==> src/noc_bridge_settings.svh <==
`ifndef NOC_BRIDGE_SETTINGS_SVH
`define NOC_BRIDGE_SETTINGS_SVH

// AXI side
`define NOC_ADDR_WIDTH 16
`define NOC_DATA_WIDTH 32
`define NOC_ID_WIDTH 4
`define NOC_STRB_WIDTH 4
`define NOC_SIZE_WIDTH 3
`define NOC_BURST_WIDTH 2

// Stream side
`define NOC_CHANNEL_WIDTH 40
`define NOC_TID_WIDTH 3

// Mesh
`define NOC_ROUTERS_X 4
`define NOC_ROUTERS_Y 4
`define NOC_COORD_WIDTH 2
`define NOC_COUNT_WIDTH 8

// Packet codes carried on TID
`define NOC_TID_ROUTING_HEADER 3'd0
`define NOC_TID_AW_SUBHEADER 3'd1
`define NOC_TID_W_DATA 3'd2
`define NOC_TID_AR_SUBHEADER 3'd3
`define NOC_TID_B_SUBHEADER 3'd4
`define NOC_TID_R_DATA 3'd5

// Zero padding above the used fields of each request word
`define NOC_HDR_RSVD_WIDTH (`NOC_CHANNEL_WIDTH - `NOC_COUNT_WIDTH - 4 * `NOC_COORD_WIDTH)
`define NOC_AX_RSVD_WIDTH (`NOC_CHANNEL_WIDTH - `NOC_ID_WIDTH - `NOC_ADDR_WIDTH - \
    `NOC_COUNT_WIDTH - `NOC_SIZE_WIDTH - `NOC_BURST_WIDTH)
`define NOC_W_RSVD_WIDTH (`NOC_CHANNEL_WIDTH - `NOC_DATA_WIDTH)

`endif
==> src/noc_bridge_pkg.sv <==
`include "noc_bridge_settings.svh"

package noc_bridge_pkg;

    typedef logic [`NOC_ADDR_WIDTH-1:0] addr_t;
    typedef logic [`NOC_DATA_WIDTH-1:0] data_t;
    typedef logic [`NOC_ID_WIDTH-1:0] axi_id_t;
    typedef logic [`NOC_COORD_WIDTH-1:0] coord_t;
    typedef logic [`NOC_COUNT_WIDTH-1:0] pkt_count_t;
    typedef logic [`NOC_CHANNEL_WIDTH-1:0] stream_word_t;
    typedef logic [`NOC_STRB_WIDTH-1:0] strb_t;

    typedef enum logic [`NOC_TID_WIDTH-1:0] {
        ROUTING_HEADER = `NOC_TID_ROUTING_HEADER,
        AW_SUBHEADER   = `NOC_TID_AW_SUBHEADER,
        W_DATA         = `NOC_TID_W_DATA,
        AR_SUBHEADER   = `NOC_TID_AR_SUBHEADER,
        B_SUBHEADER    = `NOC_TID_B_SUBHEADER,
        R_DATA         = `NOC_TID_R_DATA
    } pkt_kind_t;

    // Request packetizer states
    typedef enum logic [1:0] {
        GENERATE_HEADER,
        AW_SEND,
        W_SEND,
        AR_SEND
    } req_state_t;

endpackage

==> src/noc_initiator_bridge.sv <==
`include "noc_bridge_settings.svh"

module noc_initiator_bridge #(
    parameter int router_x = 0,
    parameter int router_y = 0
) (
    input  logic                         ACLK,
    input  logic                         ARESETn,

    input  noc_bridge_pkg::axi_id_t      s_awid_i,
    input  noc_bridge_pkg::addr_t        s_awaddr_i,
    input  noc_bridge_pkg::pkt_count_t   s_awlen_i,
    input  logic [`NOC_SIZE_WIDTH-1:0]   s_awsize_i,
    input  logic [`NOC_BURST_WIDTH-1:0]  s_awburst_i,
    input  logic                         s_awvalid_i,
    output logic                         s_awready_o,

    input  noc_bridge_pkg::data_t        s_wdata_i,
    input  noc_bridge_pkg::strb_t        s_wstrb_i,
    input  logic                         s_wlast_i,
    input  logic                         s_wvalid_i,
    output logic                         s_wready_o,

    input  noc_bridge_pkg::axi_id_t      s_arid_i,
    input  noc_bridge_pkg::addr_t        s_araddr_i,
    input  noc_bridge_pkg::pkt_count_t   s_arlen_i,
    input  logic [`NOC_SIZE_WIDTH-1:0]   s_arsize_i,
    input  logic [`NOC_BURST_WIDTH-1:0]  s_arburst_i,
    input  logic                         s_arvalid_i,
    output logic                         s_arready_o,

    output logic                         s_bvalid_o,
    output noc_bridge_pkg::axi_id_t      s_bid_o,
    input  logic                         s_bready_i,

    output logic                         s_rvalid_o,
    output noc_bridge_pkg::axi_id_t      s_rid_o,
    output noc_bridge_pkg::data_t        s_rdata_o,
    output logic                         s_rlast_o,
    input  logic                         s_rready_i,

    output logic                         m_req_tvalid_o,
    output noc_bridge_pkg::stream_word_t m_req_tdata_o,
    output noc_bridge_pkg::pkt_kind_t    m_req_tid_o,
    output noc_bridge_pkg::strb_t        m_req_tstrb_o,
    output logic                         m_req_tlast_o,
    input  logic                         m_req_tready_i,

    input  logic                         s_resp_tvalid_i,
    input  noc_bridge_pkg::stream_word_t s_resp_tdata_i,
    input  noc_bridge_pkg::pkt_kind_t    s_resp_tid_i,
    input  logic                         s_resp_tlast_i,
    output logic                         s_resp_tready_o
);

    logic grant_valid;
    logic grant_write;
    logic pkt_done;

    request_arbiter u_request_arbiter (
        .ACLK          (ACLK),
        .ARESETn       (ARESETn),
        .aw_valid_i    (s_awvalid_i),
        .ar_valid_i    (s_arvalid_i),
        .pkt_done_i    (pkt_done),
        .grant_valid_o (grant_valid),
        .grant_write_o (grant_write)
    );

    request_packetizer #(
        .router_x (router_x),
        .router_y (router_y)
    ) u_request_packetizer (
        .ACLK           (ACLK),
        .ARESETn        (ARESETn),
        .grant_valid_i  (grant_valid),
        .grant_write_i  (grant_write),
        .s_awid_i       (s_awid_i),
        .s_awaddr_i     (s_awaddr_i),
        .s_awlen_i      (s_awlen_i),
        .s_awsize_i     (s_awsize_i),
        .s_awburst_i    (s_awburst_i),
        .s_awvalid_i    (s_awvalid_i),
        .s_awready_o    (s_awready_o),
        .s_wdata_i      (s_wdata_i),
        .s_wstrb_i      (s_wstrb_i),
        .s_wlast_i      (s_wlast_i),
        .s_wvalid_i     (s_wvalid_i),
        .s_wready_o     (s_wready_o),
        .s_arid_i       (s_arid_i),
        .s_araddr_i     (s_araddr_i),
        .s_arlen_i      (s_arlen_i),
        .s_arsize_i     (s_arsize_i),
        .s_arburst_i    (s_arburst_i),
        .s_arvalid_i    (s_arvalid_i),
        .s_arready_o    (s_arready_o),
        .m_req_tvalid_o (m_req_tvalid_o),
        .m_req_tdata_o  (m_req_tdata_o),
        .m_req_tid_o    (m_req_tid_o),
        .m_req_tstrb_o  (m_req_tstrb_o),
        .m_req_tlast_o  (m_req_tlast_o),
        .m_req_tready_i (m_req_tready_i),
        .pkt_done_o     (pkt_done)
    );

    response_depacketizer u_response_depacketizer (
        .s_resp_tvalid_i (s_resp_tvalid_i),
        .s_resp_tdata_i  (s_resp_tdata_i),
        .s_resp_tid_i    (s_resp_tid_i),
        .s_resp_tlast_i  (s_resp_tlast_i),
        .s_resp_tready_o (s_resp_tready_o),
        .s_bvalid_o      (s_bvalid_o),
        .s_bid_o         (s_bid_o),
        .s_bready_i      (s_bready_i),
        .s_rvalid_o      (s_rvalid_o),
        .s_rid_o         (s_rid_o),
        .s_rdata_o       (s_rdata_o),
        .s_rlast_o       (s_rlast_o),
        .s_rready_i      (s_rready_i)
    );

endmodule

==> src/response_depacketizer.sv <==
`include "noc_bridge_settings.svh"

module response_depacketizer (
    input  logic                         s_resp_tvalid_i,
    input  noc_bridge_pkg::stream_word_t s_resp_tdata_i,
    input  noc_bridge_pkg::pkt_kind_t    s_resp_tid_i,
    input  logic                         s_resp_tlast_i,
    output logic                         s_resp_tready_o,

    output logic                         s_bvalid_o,
    output noc_bridge_pkg::axi_id_t      s_bid_o,
    input  logic                         s_bready_i,

    output logic                         s_rvalid_o,
    output noc_bridge_pkg::axi_id_t      s_rid_o,
    output noc_bridge_pkg::data_t        s_rdata_o,
    output logic                         s_rlast_o,
    input  logic                         s_rready_i
);

    import noc_bridge_pkg::*;

    // Payload fields are only qualified by the valids
    assign s_bid_o   = s_resp_tdata_i[`NOC_ID_WIDTH-1:0];
    assign s_rdata_o = s_resp_tdata_i[`NOC_DATA_WIDTH-1:0];
    assign s_rid_o   = s_resp_tdata_i[`NOC_DATA_WIDTH +: `NOC_ID_WIDTH];
    assign s_rlast_o = s_resp_tlast_i;

    always_comb begin
        s_bvalid_o = 1'b0;
        s_rvalid_o = 1'b0;

        case (s_resp_tid_i)
            B_SUBHEADER: begin
                s_bvalid_o      = s_resp_tvalid_i;
                s_resp_tready_o = s_bready_i;
            end
            R_DATA: begin
                s_rvalid_o      = s_resp_tvalid_i;
                s_resp_tready_o = s_rready_i;
            end
            // Routing headers and unknown codes are swallowed
            default: begin
                s_resp_tready_o = 1'b1;
            end
        endcase
    end

endmodule

==> src/request_packetizer.sv <==
`include "noc_bridge_settings.svh"

module request_packetizer #(
    parameter int router_x = 0,
    parameter int router_y = 0
) (
    input  logic                             ACLK,
    input  logic                             ARESETn,

    input  logic                             grant_valid_i,
    input  logic                             grant_write_i,

    input  noc_bridge_pkg::axi_id_t          s_awid_i,
    input  noc_bridge_pkg::addr_t            s_awaddr_i,
    input  noc_bridge_pkg::pkt_count_t       s_awlen_i,
    input  logic [`NOC_SIZE_WIDTH-1:0]       s_awsize_i,
    input  logic [`NOC_BURST_WIDTH-1:0]      s_awburst_i,
    input  logic                             s_awvalid_i,
    output logic                             s_awready_o,

    input  noc_bridge_pkg::data_t            s_wdata_i,
    input  noc_bridge_pkg::strb_t            s_wstrb_i,
    input  logic                             s_wlast_i,
    input  logic                             s_wvalid_i,
    output logic                             s_wready_o,

    input  noc_bridge_pkg::axi_id_t          s_arid_i,
    input  noc_bridge_pkg::addr_t            s_araddr_i,
    input  noc_bridge_pkg::pkt_count_t       s_arlen_i,
    input  logic [`NOC_SIZE_WIDTH-1:0]       s_arsize_i,
    input  logic [`NOC_BURST_WIDTH-1:0]      s_arburst_i,
    input  logic                             s_arvalid_i,
    output logic                             s_arready_o,

    output logic                             m_req_tvalid_o,
    output noc_bridge_pkg::stream_word_t     m_req_tdata_o,
    output noc_bridge_pkg::pkt_kind_t        m_req_tid_o,
    output noc_bridge_pkg::strb_t            m_req_tstrb_o,
    output logic                             m_req_tlast_o,
    input  logic                             m_req_tready_i,

    output logic                             pkt_done_o
);

    import noc_bridge_pkg::*;

    req_state_t   state;
    req_state_t   state_next;
    axi_id_t      hdr_id;
    axi_id_t      hdr_node;
    pkt_count_t   hdr_count;
    coord_t       dst_x;
    coord_t       dst_y;
    stream_word_t header_word;
    stream_word_t aw_word;
    stream_word_t ar_word;
    stream_word_t w_word;

    // AW and AR subheaders share one layout
    function automatic stream_word_t pack_ax(
        input axi_id_t                    id,
        input addr_t                      addr,
        input pkt_count_t                 len,
        input logic [`NOC_SIZE_WIDTH-1:0]  size,
        input logic [`NOC_BURST_WIDTH-1:0] burst
    );
        pack_ax = {{`NOC_AX_RSVD_WIDTH{1'b0}}, id, addr, len, size, burst};
    endfunction

    // ID n addresses mesh node n-1, numbered row by row
    always_comb begin
        if (grant_write_i) begin
            hdr_id    = s_awid_i;
            hdr_count = s_awlen_i + pkt_count_t'(2);
        end
        else begin
            hdr_id    = s_arid_i;
            hdr_count = pkt_count_t'(1);
        end
        hdr_node = hdr_id - axi_id_t'(1);
        dst_x    = coord_t'(hdr_node % `NOC_ROUTERS_X);
        dst_y    = coord_t'((hdr_node / `NOC_ROUTERS_X) % `NOC_ROUTERS_Y);
    end

    assign header_word = {{`NOC_HDR_RSVD_WIDTH{1'b0}}, hdr_count,
                          coord_t'(router_x), coord_t'(router_y), dst_x, dst_y};
    assign aw_word = pack_ax(s_awid_i, s_awaddr_i, s_awlen_i, s_awsize_i, s_awburst_i);
    assign ar_word = pack_ax(s_arid_i, s_araddr_i, s_arlen_i, s_arsize_i, s_arburst_i);
    assign w_word  = {{`NOC_W_RSVD_WIDTH{1'b0}}, s_wdata_i};

    always_ff @(posedge ACLK or negedge ARESETn) begin
        if (!ARESETn) begin
            state <= GENERATE_HEADER;
        end
        else begin
            state <= state_next;
        end
    end

    always_comb begin
        state_next     = state;
        m_req_tvalid_o = 1'b0;
        m_req_tdata_o  = '0;
        m_req_tid_o    = ROUTING_HEADER;
        m_req_tstrb_o  = '1;
        m_req_tlast_o  = 1'b0;
        s_awready_o    = 1'b0;
        s_wready_o     = 1'b0;
        s_arready_o    = 1'b0;
        pkt_done_o     = 1'b0;

        case (state)
            GENERATE_HEADER: begin
                m_req_tvalid_o = grant_valid_i;
                m_req_tdata_o  = header_word;
                if (grant_valid_i && m_req_tready_i) begin
                    state_next = grant_write_i ? AW_SEND : AR_SEND;
                end
            end
            AW_SEND: begin
                m_req_tvalid_o = s_awvalid_i;
                m_req_tdata_o  = aw_word;
                m_req_tid_o    = AW_SUBHEADER;
                if (s_awvalid_i && m_req_tready_i) begin
                    state_next = W_SEND;
                end
            end
            W_SEND: begin
                // AW is held until the burst has gone out
                m_req_tvalid_o = s_wvalid_i;
                m_req_tdata_o  = w_word;
                m_req_tid_o    = W_DATA;
                m_req_tstrb_o  = s_wstrb_i;
                m_req_tlast_o  = s_wlast_i;
                s_wready_o     = m_req_tready_i;
                s_awready_o    = m_req_tready_i & s_wvalid_i & s_wlast_i;
                pkt_done_o     = m_req_tready_i & s_wvalid_i & s_wlast_i;
                if (m_req_tready_i && s_wvalid_i && s_wlast_i) begin
                    state_next = GENERATE_HEADER;
                end
            end
            AR_SEND: begin
                m_req_tvalid_o = s_arvalid_i;
                m_req_tdata_o  = ar_word;
                m_req_tid_o    = AR_SUBHEADER;
                m_req_tlast_o  = 1'b1;
                s_arready_o    = m_req_tready_i;
                pkt_done_o     = m_req_tready_i & s_arvalid_i;
                if (m_req_tready_i && s_arvalid_i) begin
                    state_next = GENERATE_HEADER;
                end
            end
            default: begin
                state_next = GENERATE_HEADER;
            end
        endcase
    end

endmodule

==> src/request_arbiter.sv <==
module request_arbiter (
    input  logic ACLK,
    input  logic ARESETn,
    input  logic aw_valid_i,
    input  logic ar_valid_i,
    input  logic pkt_done_i,
    output logic grant_valid_o,
    output logic grant_write_o
);

    logic prefer_write;
    logic locked;
    logic locked_write;

    // Free choice only while no packet is in flight
    always_comb begin
        if (locked) begin
            grant_valid_o = 1'b1;
            grant_write_o = locked_write;
        end
        else begin
            grant_valid_o = aw_valid_i | ar_valid_i;
            grant_write_o = aw_valid_i & (prefer_write | ~ar_valid_i);
        end
    end

    always_ff @(posedge ACLK or negedge ARESETn) begin
        if (!ARESETn) begin
            prefer_write <= 1'b1;
            locked       <= 1'b0;
            locked_write <= 1'b0;
        end
        else if (!locked) begin
            // Freeze the choice made in the first header cycle
            if (aw_valid_i || ar_valid_i) begin
                locked       <= 1'b1;
                locked_write <= grant_write_o;
            end
        end
        else if (pkt_done_i) begin
            locked       <= 1'b0;
            prefer_write <= ~locked_write;
        end
    end

endmodule

==> config.mk <==
export PLATFORM = sky130hd
export DESIGN_NAME = noc_initiator_bridge
export DESIGN_NICKNAME = d
export VERILOG_FILES = /design/src/noc_bridge_pkg.sv /design/src/noc_initiator_bridge.sv /design/src/response_depacketizer.sv /design/src/request_packetizer.sv /design/src/request_arbiter.sv
export VERILOG_INCLUDE_DIRS = /design/src /design/src/src
export SDC_FILE = /design/constraint.sdc
export NUM_CORES = 1
export LEC_CHECK = 0
export BUFFER_PORTS_ARGS = -buffer_cell sky130_fd_sc_hd__buf_2
export CAP_MARGIN = 5
export CORE_AREA = 3 3 97 99
export CTS_CLUSTER_SIZE = 20
export DETAILED_ROUTE_END_ITERATION = 10
export DIE_AREA = 0 0 100 102
export PLACE_DENSITY = 0.69
export SETUP_SLACK_MARGIN = 0.4
export SKIP_CTS_REPAIR_TIMING = 1
export SYNTH_ARGS = -nofsm -noshare
export SYNTH_HDL_FRONTEND = slang
export SYNTH_SLANG_ARGS = --single-unit
==> constraint.sdc <==
create_clock -name ACLK -period 2.3 [get_ports ACLK]
set_clock_uncertainty 0.05 [all_clocks]
set_input_delay 0.46 -clock ACLK [delete_from_list [all_inputs] [get_ports ACLK]]
set_output_delay 0.46 -clock ACLK [all_outputs]
set_load 0.02 [all_outputs]
**Word level (Yosys, flattened, before mapping)**

Index checks and enable logic that the tools add are counted.

- Multiplexer cells: 25
- Bitwise logic cells: 9
- Reduce and logical (&&, ||, !) cells: 10
- $add $sub $neg: 2
- Eq/ne operators: 9

Operators by type and width:

| kind | count |
|---|---|
| one-hot mux 40 bit (4 select lines) | 1 |
| 2-to-1 mux 1 bit | 10 |
| 2-to-1 mux 2 bit | 5 |
| adder 8 x 2 -> 8 bit, second input constant | 1 |
| 2-to-1 mux 4 bit | 2 |
| 2-to-1 mux 8 bit | 1 |
| inequality test 2 x 1 -> 1 bit, second input constant | 4 |
| one-hot mux 2 bit (4 select lines) | 1 |
| == test 3 bit, second input constant | 2 |
| one-hot mux 1 bit (2 select lines) | 3 |
| one-hot mux 2 bit (3 select lines) | 1 |
| logical AND 1 bit | 5 |
| AND 1 bit | 4 |
| == test 2 bit, second input constant | 2 |
| one-hot mux 1 bit (4 select lines) | 1 |
| AND reduction 2 bit | 2 |
| AND reduction 4 bit | 1 |
| subtractor 4 x 1 -> 4 bit, second input constant | 1 |
| NOT 1 bit | 3 |
| == test 2 x 1 -> 1 bit, second input constant | 1 |
| zero test 2 bit | 1 |
| bitwise OR 1 bit | 2 |
| logical OR 1 bit | 1 |

- Input bits: 156
- Register bits after elaboration: 5

**Logic depth before layout (Yosys ltp)**

- Depth after elaboration: 7
- Depth in mapped cells: 7
- Gate-level depth less buffers: 6

**Cells and area by module**

Synthesis repeated with hierarchy kept, for this count alone.

- Cells, all modules: 231
- Area, all modules: 1705.4 um^2

Modules (own cells, without submodules):

| module | area an instance (um^2) | sequential area each (um^2) | cells each | instances |
|---|---|---|---|---|
| request_packetizer | 1214.9 | 50.0 | 172 | 1 |
| response_depacketizer | 350.3 | 0.0 | 46 | 1 |
| request_arbiter | 140.1 | 76.3 | 13 | 1 |

**Worst setup path after synthesis**

Ideal clock, no wire load.

- Path type: register to output
- Start point: register u_request_arbiter.prefer_write
- End point: output port m_req_tdata_o[0]
- Required time: 1790 ps
- Data arrival time: 2094 ps
- Buffers on the path: 1
- Cell stages (with the launch flop): 8
- Setup slack: -304 ps
- Path through: dfstp_2 > and2b_2 > o31ai_4 > buf_6 > mux2i_1 > ha_1 > xnor2_1 > mux4_2

- Word-level cells in the longest chain between the ends: 6

RTL lines:

| what | line | source |
|---|---|---|
| from (decl) | request_arbiter.sv:11 | `logic prefer_write;` |
| from (signal assigned) | request_arbiter.sv:42 | `prefer_write <= ~locked_write;` |
| bitwise OR 1 bit | request_arbiter.sv:23 | `grant_write_o = aw_valid_i & (prefer_write \| ~ar_valid_i);` |
| AND 1 bit | request_arbiter.sv:23 |  |
| 2-to-1 mux 1 bit | request_arbiter.sv:17 | `if (locked) begin` |
| 2-to-1 mux 4 bit | request_packetizer.sv:72 | `if (grant_write_i) begin` |
| subtractor 4 x 1 -> 4 bit | request_packetizer.sv:80 | `hdr_node = hdr_id - axi_id_t'(1);` |
| one-hot mux 40 bit (4 select lines) | request_packetizer.sv:112 | `case (state)` |
| to (decl) | noc_initiator_bridge.sv:43 | `output noc_bridge_pkg::stream_word_t m_req_tdata_o,` |

No other way between the ends. The select of a mux whose other input is x is not followed.

**Worst setup path in the final report**

Ends and elaborated chain as after synthesis.

==> out/results.txt <==
CTS tree: done
maximum fanout along the worst path: 4
chip height: 102 um
Finished Layout Cells: 458
synthesis-to-layout area growth: 72.3%
CP Buf/Inv Count: 1
initial antenna violation count: 0
minimum clock period: 2950 ps
startpoint types: flip-flop
largest family of logic cells by synthesized area: buffers and inverters
clk slew on worst S/H paths: 40 ps
yosys warns: 0
Synth Area in Adders: 0.0141
Layout fillers: 878
FF/Latch Area: 131 sq um
Critical Path AT: 2440 ps
post-DP HPWL: 5400 um
ys flop type: dfrtp_1
DRC: 0
# nets final: 509
Synth area leaders: buf_4 (22%), mux2_2 (13%), a22o_1 (10%)
crit-path cells: and2b_2 > o31ai_4 > mux2i_1 > ha_1 > xnor2_1 > mux4_2 > buf_2
Ports: 252
CP peak stage delay: 510 ps
Final GP Congestion: 0.906
Synth Area per Inst: 8.24 sq um
pwr/cell area: 1230 nW/um^2
synth unique cells: 38
RSZ-0062 raised after global routing: yes
total track usage: 0.110
cts bufs inserted: 3
htree depth: 1
maximum clock path buffer count: 2
Syn Inst Count: 215
clk root buf: clkbuf_8
Total Power: 3.74 mW
multi-input gate area in the final layout: 1390 sq um
number of synthesized register bits: 5
DP Area: 2470 sq um
Async SR Flop Fraction: 1.00
final period utilization: 1.28
critical path data required time: 1790 ps
hold crit path type: reg -> reg
LEAKAGE: 1.58 nW
final core occ: 0.354
ANT nets after route: 0
layout cells sized above 1: 0.703
Post-Route WL: 7320 um
total gr overflow: 0
setup TNS: -4150 ps
Worst Hold Launch: u_request_arbiter.prefer_write
status: finished, violations left
Initial Util: 0.205
Peak VDD IR: 0.473 mV
RR Startpoint: u_request_packetizer.state[0]
wire per inst: 16.0 um
vias per cell: 4.67
mux contribution to synthesized area: 0.265
total of max-cap violations: 0
xor and xnor area share after synthesis: 0.0395
Die Wd: 100 um
I/O Buffers: 161
failing checks: negative setup slack
most frequent cells after synthesis: buf_4 (51), a22o_1 (21), mux2_2 (21)
DR vias: 2140
f_max: 339 MHz
Synth Cell Area: 1770 sq um
Slew Limit Fails: 0
worst-skew pair later-pin latency: 220 ps
DRT iter0 DRCs: 53
Final Hold Viols: 0
FP Rows: 34
slowest CP cell: dfstp_2
critical path endpoint category: output port
router iterations before antenna repair: 4
finished layout cell area: 3050 sq um
count leader, synth: buf_4
compound-gate portion of the synthesized area: 0.206
Top Family by Delay on Critical Path: multiplexers
Finish-stage setup viols: 12
DP Cell Count: 440
Setup CP Type: reg -> out
vias in the first global route: 1858
leading area contributor after synthesis: buf_4
first-pass GRT wire length: 8950 um
core area: 8640 sq um
sequential area share after synthesis: 0.0713
EDFF count, synth: 0
CTS Sinks: 5
Yosys top cell area share: 0.216
Die Area: 10200 sq um
pin count of the biggest net entering global routing: 32
Critical Path Source: u_request_arbiter.prefer_write
setup ws final: -647 ps
simple-gate share of the synthesized area: 0.134
ANT cells: 0
## placed cells by master (no fill, tap or decap), types with 3 or more instances in the layout
| master | synthesis | layout |
|---|---|---|
| a21oi_1 | 9 | 4 |
| buf_12 | 0 | 4 |
| buf_4 | 51 | 18 |
| nand3_1 | 6 | 6 |
| nor2_1 | 8 | 8 |
| a22o_1 | 21 | 21 |
| a221oi_2 | 0 | 6 |
| and3_1 | 3 | 3 |
| mux2i_1 | 12 | 12 |
| nand2b_4 | 0 | 4 |
| inv_1 | 5 | 5 |
| mux4_2 | 5 | 5 |
| conb_1 | 1 | 8 |
| a21oi_2 | 0 | 5 |
| buf_6 | 1 | 41 |
| xnor2_1 | 7 | 7 |
| nor3_1 | 5 | 5 |
| buf_2 | 5 | 125 |
| mux2_4 | 0 | 20 |
| nor2b_1 | 5 | 3 |
| nand2_1 | 6 | 6 |
| clkbuf_8 | 0 | 3 |
| and2b_2 | 1 | 3 |
## kinds of logic after synthesis
family,count (synthesis)
AO/OA/AOI/OAI,45
other,1
adder cells (fa/ha/maj),2
AND/OR/NAND/NOR,45
buffers and inverters,71
XOR/XNOR,8
multiplexers,38
flip-flops,5
## through the flow
stage | setup slack [ps] | hold WS [ps]
2_1_floorplan | -303 | 114
3_3_place_gp | -431 | 229
3_5_place_dp | -442 | 226
4_1_cts | -654 | -8.39
5_1_grt | -757 | 439
6_report | -647 | 412
## metal layers
layer	GRT usage	vias up	share of wire
li1	-	990	-
met2	0.204	97	0.54
met4	0.0601	0	0.032
met1	0.118	1024	0.36
met3	0.0205	29	0.072
met5	0	-	0
## state kept, by name (all words and copies together) (netlist names)
signal / count
u_request_packetizer.state: 2
u_request_arbiter.prefer_write: 1
u_request_arbiter.locked_write: 1
u_request_arbiter.locked: 1
## worst paths after layout
path | end | slack (ps) | cells past startpoint
max in group asynchronous | u_request_arbiter.prefer_write | 1450 | 2
hold / removal | u_request_arbiter.prefer_write | 410 | 2
setup / recovery | m_req_tdata_o[0] | -650 | 7
hold reg to reg | u_request_arbiter.prefer_write | 410 | 2
setup reg to reg | u_request_packetizer.state[1] | 520 | 7
min in group asynchronous | u_request_arbiter.locked_write | 540 | 2
## worst reg2reg max path, delay by kind of cell, from the launching register on
kind | cells | cell delay, ps
compound gates | 2 | 300
buf+inv | 2 | 250
flops | 1 | 460
simple gates | 3 | 620
## report_power, final
part           internal, mW  switching (mW)  total, mW
logic                  1.78            1.61       3.39
clock network         0.119          0.0424      0.161
registers             0.136          0.0567      0.193
total                  2.04            1.71       3.74
## cell type report
class / instances / area share
inverters: 5 / 0.00615
clock buffers: 4 / 0.0148
repair buffers: 190 / 0.438
multi-input cells: 146 / 0.454
flip-flops and latches: 5 / 0.0430
well taps: 108 / 0.0443
No activity file was read; power rests on OpenSTA's default activity.
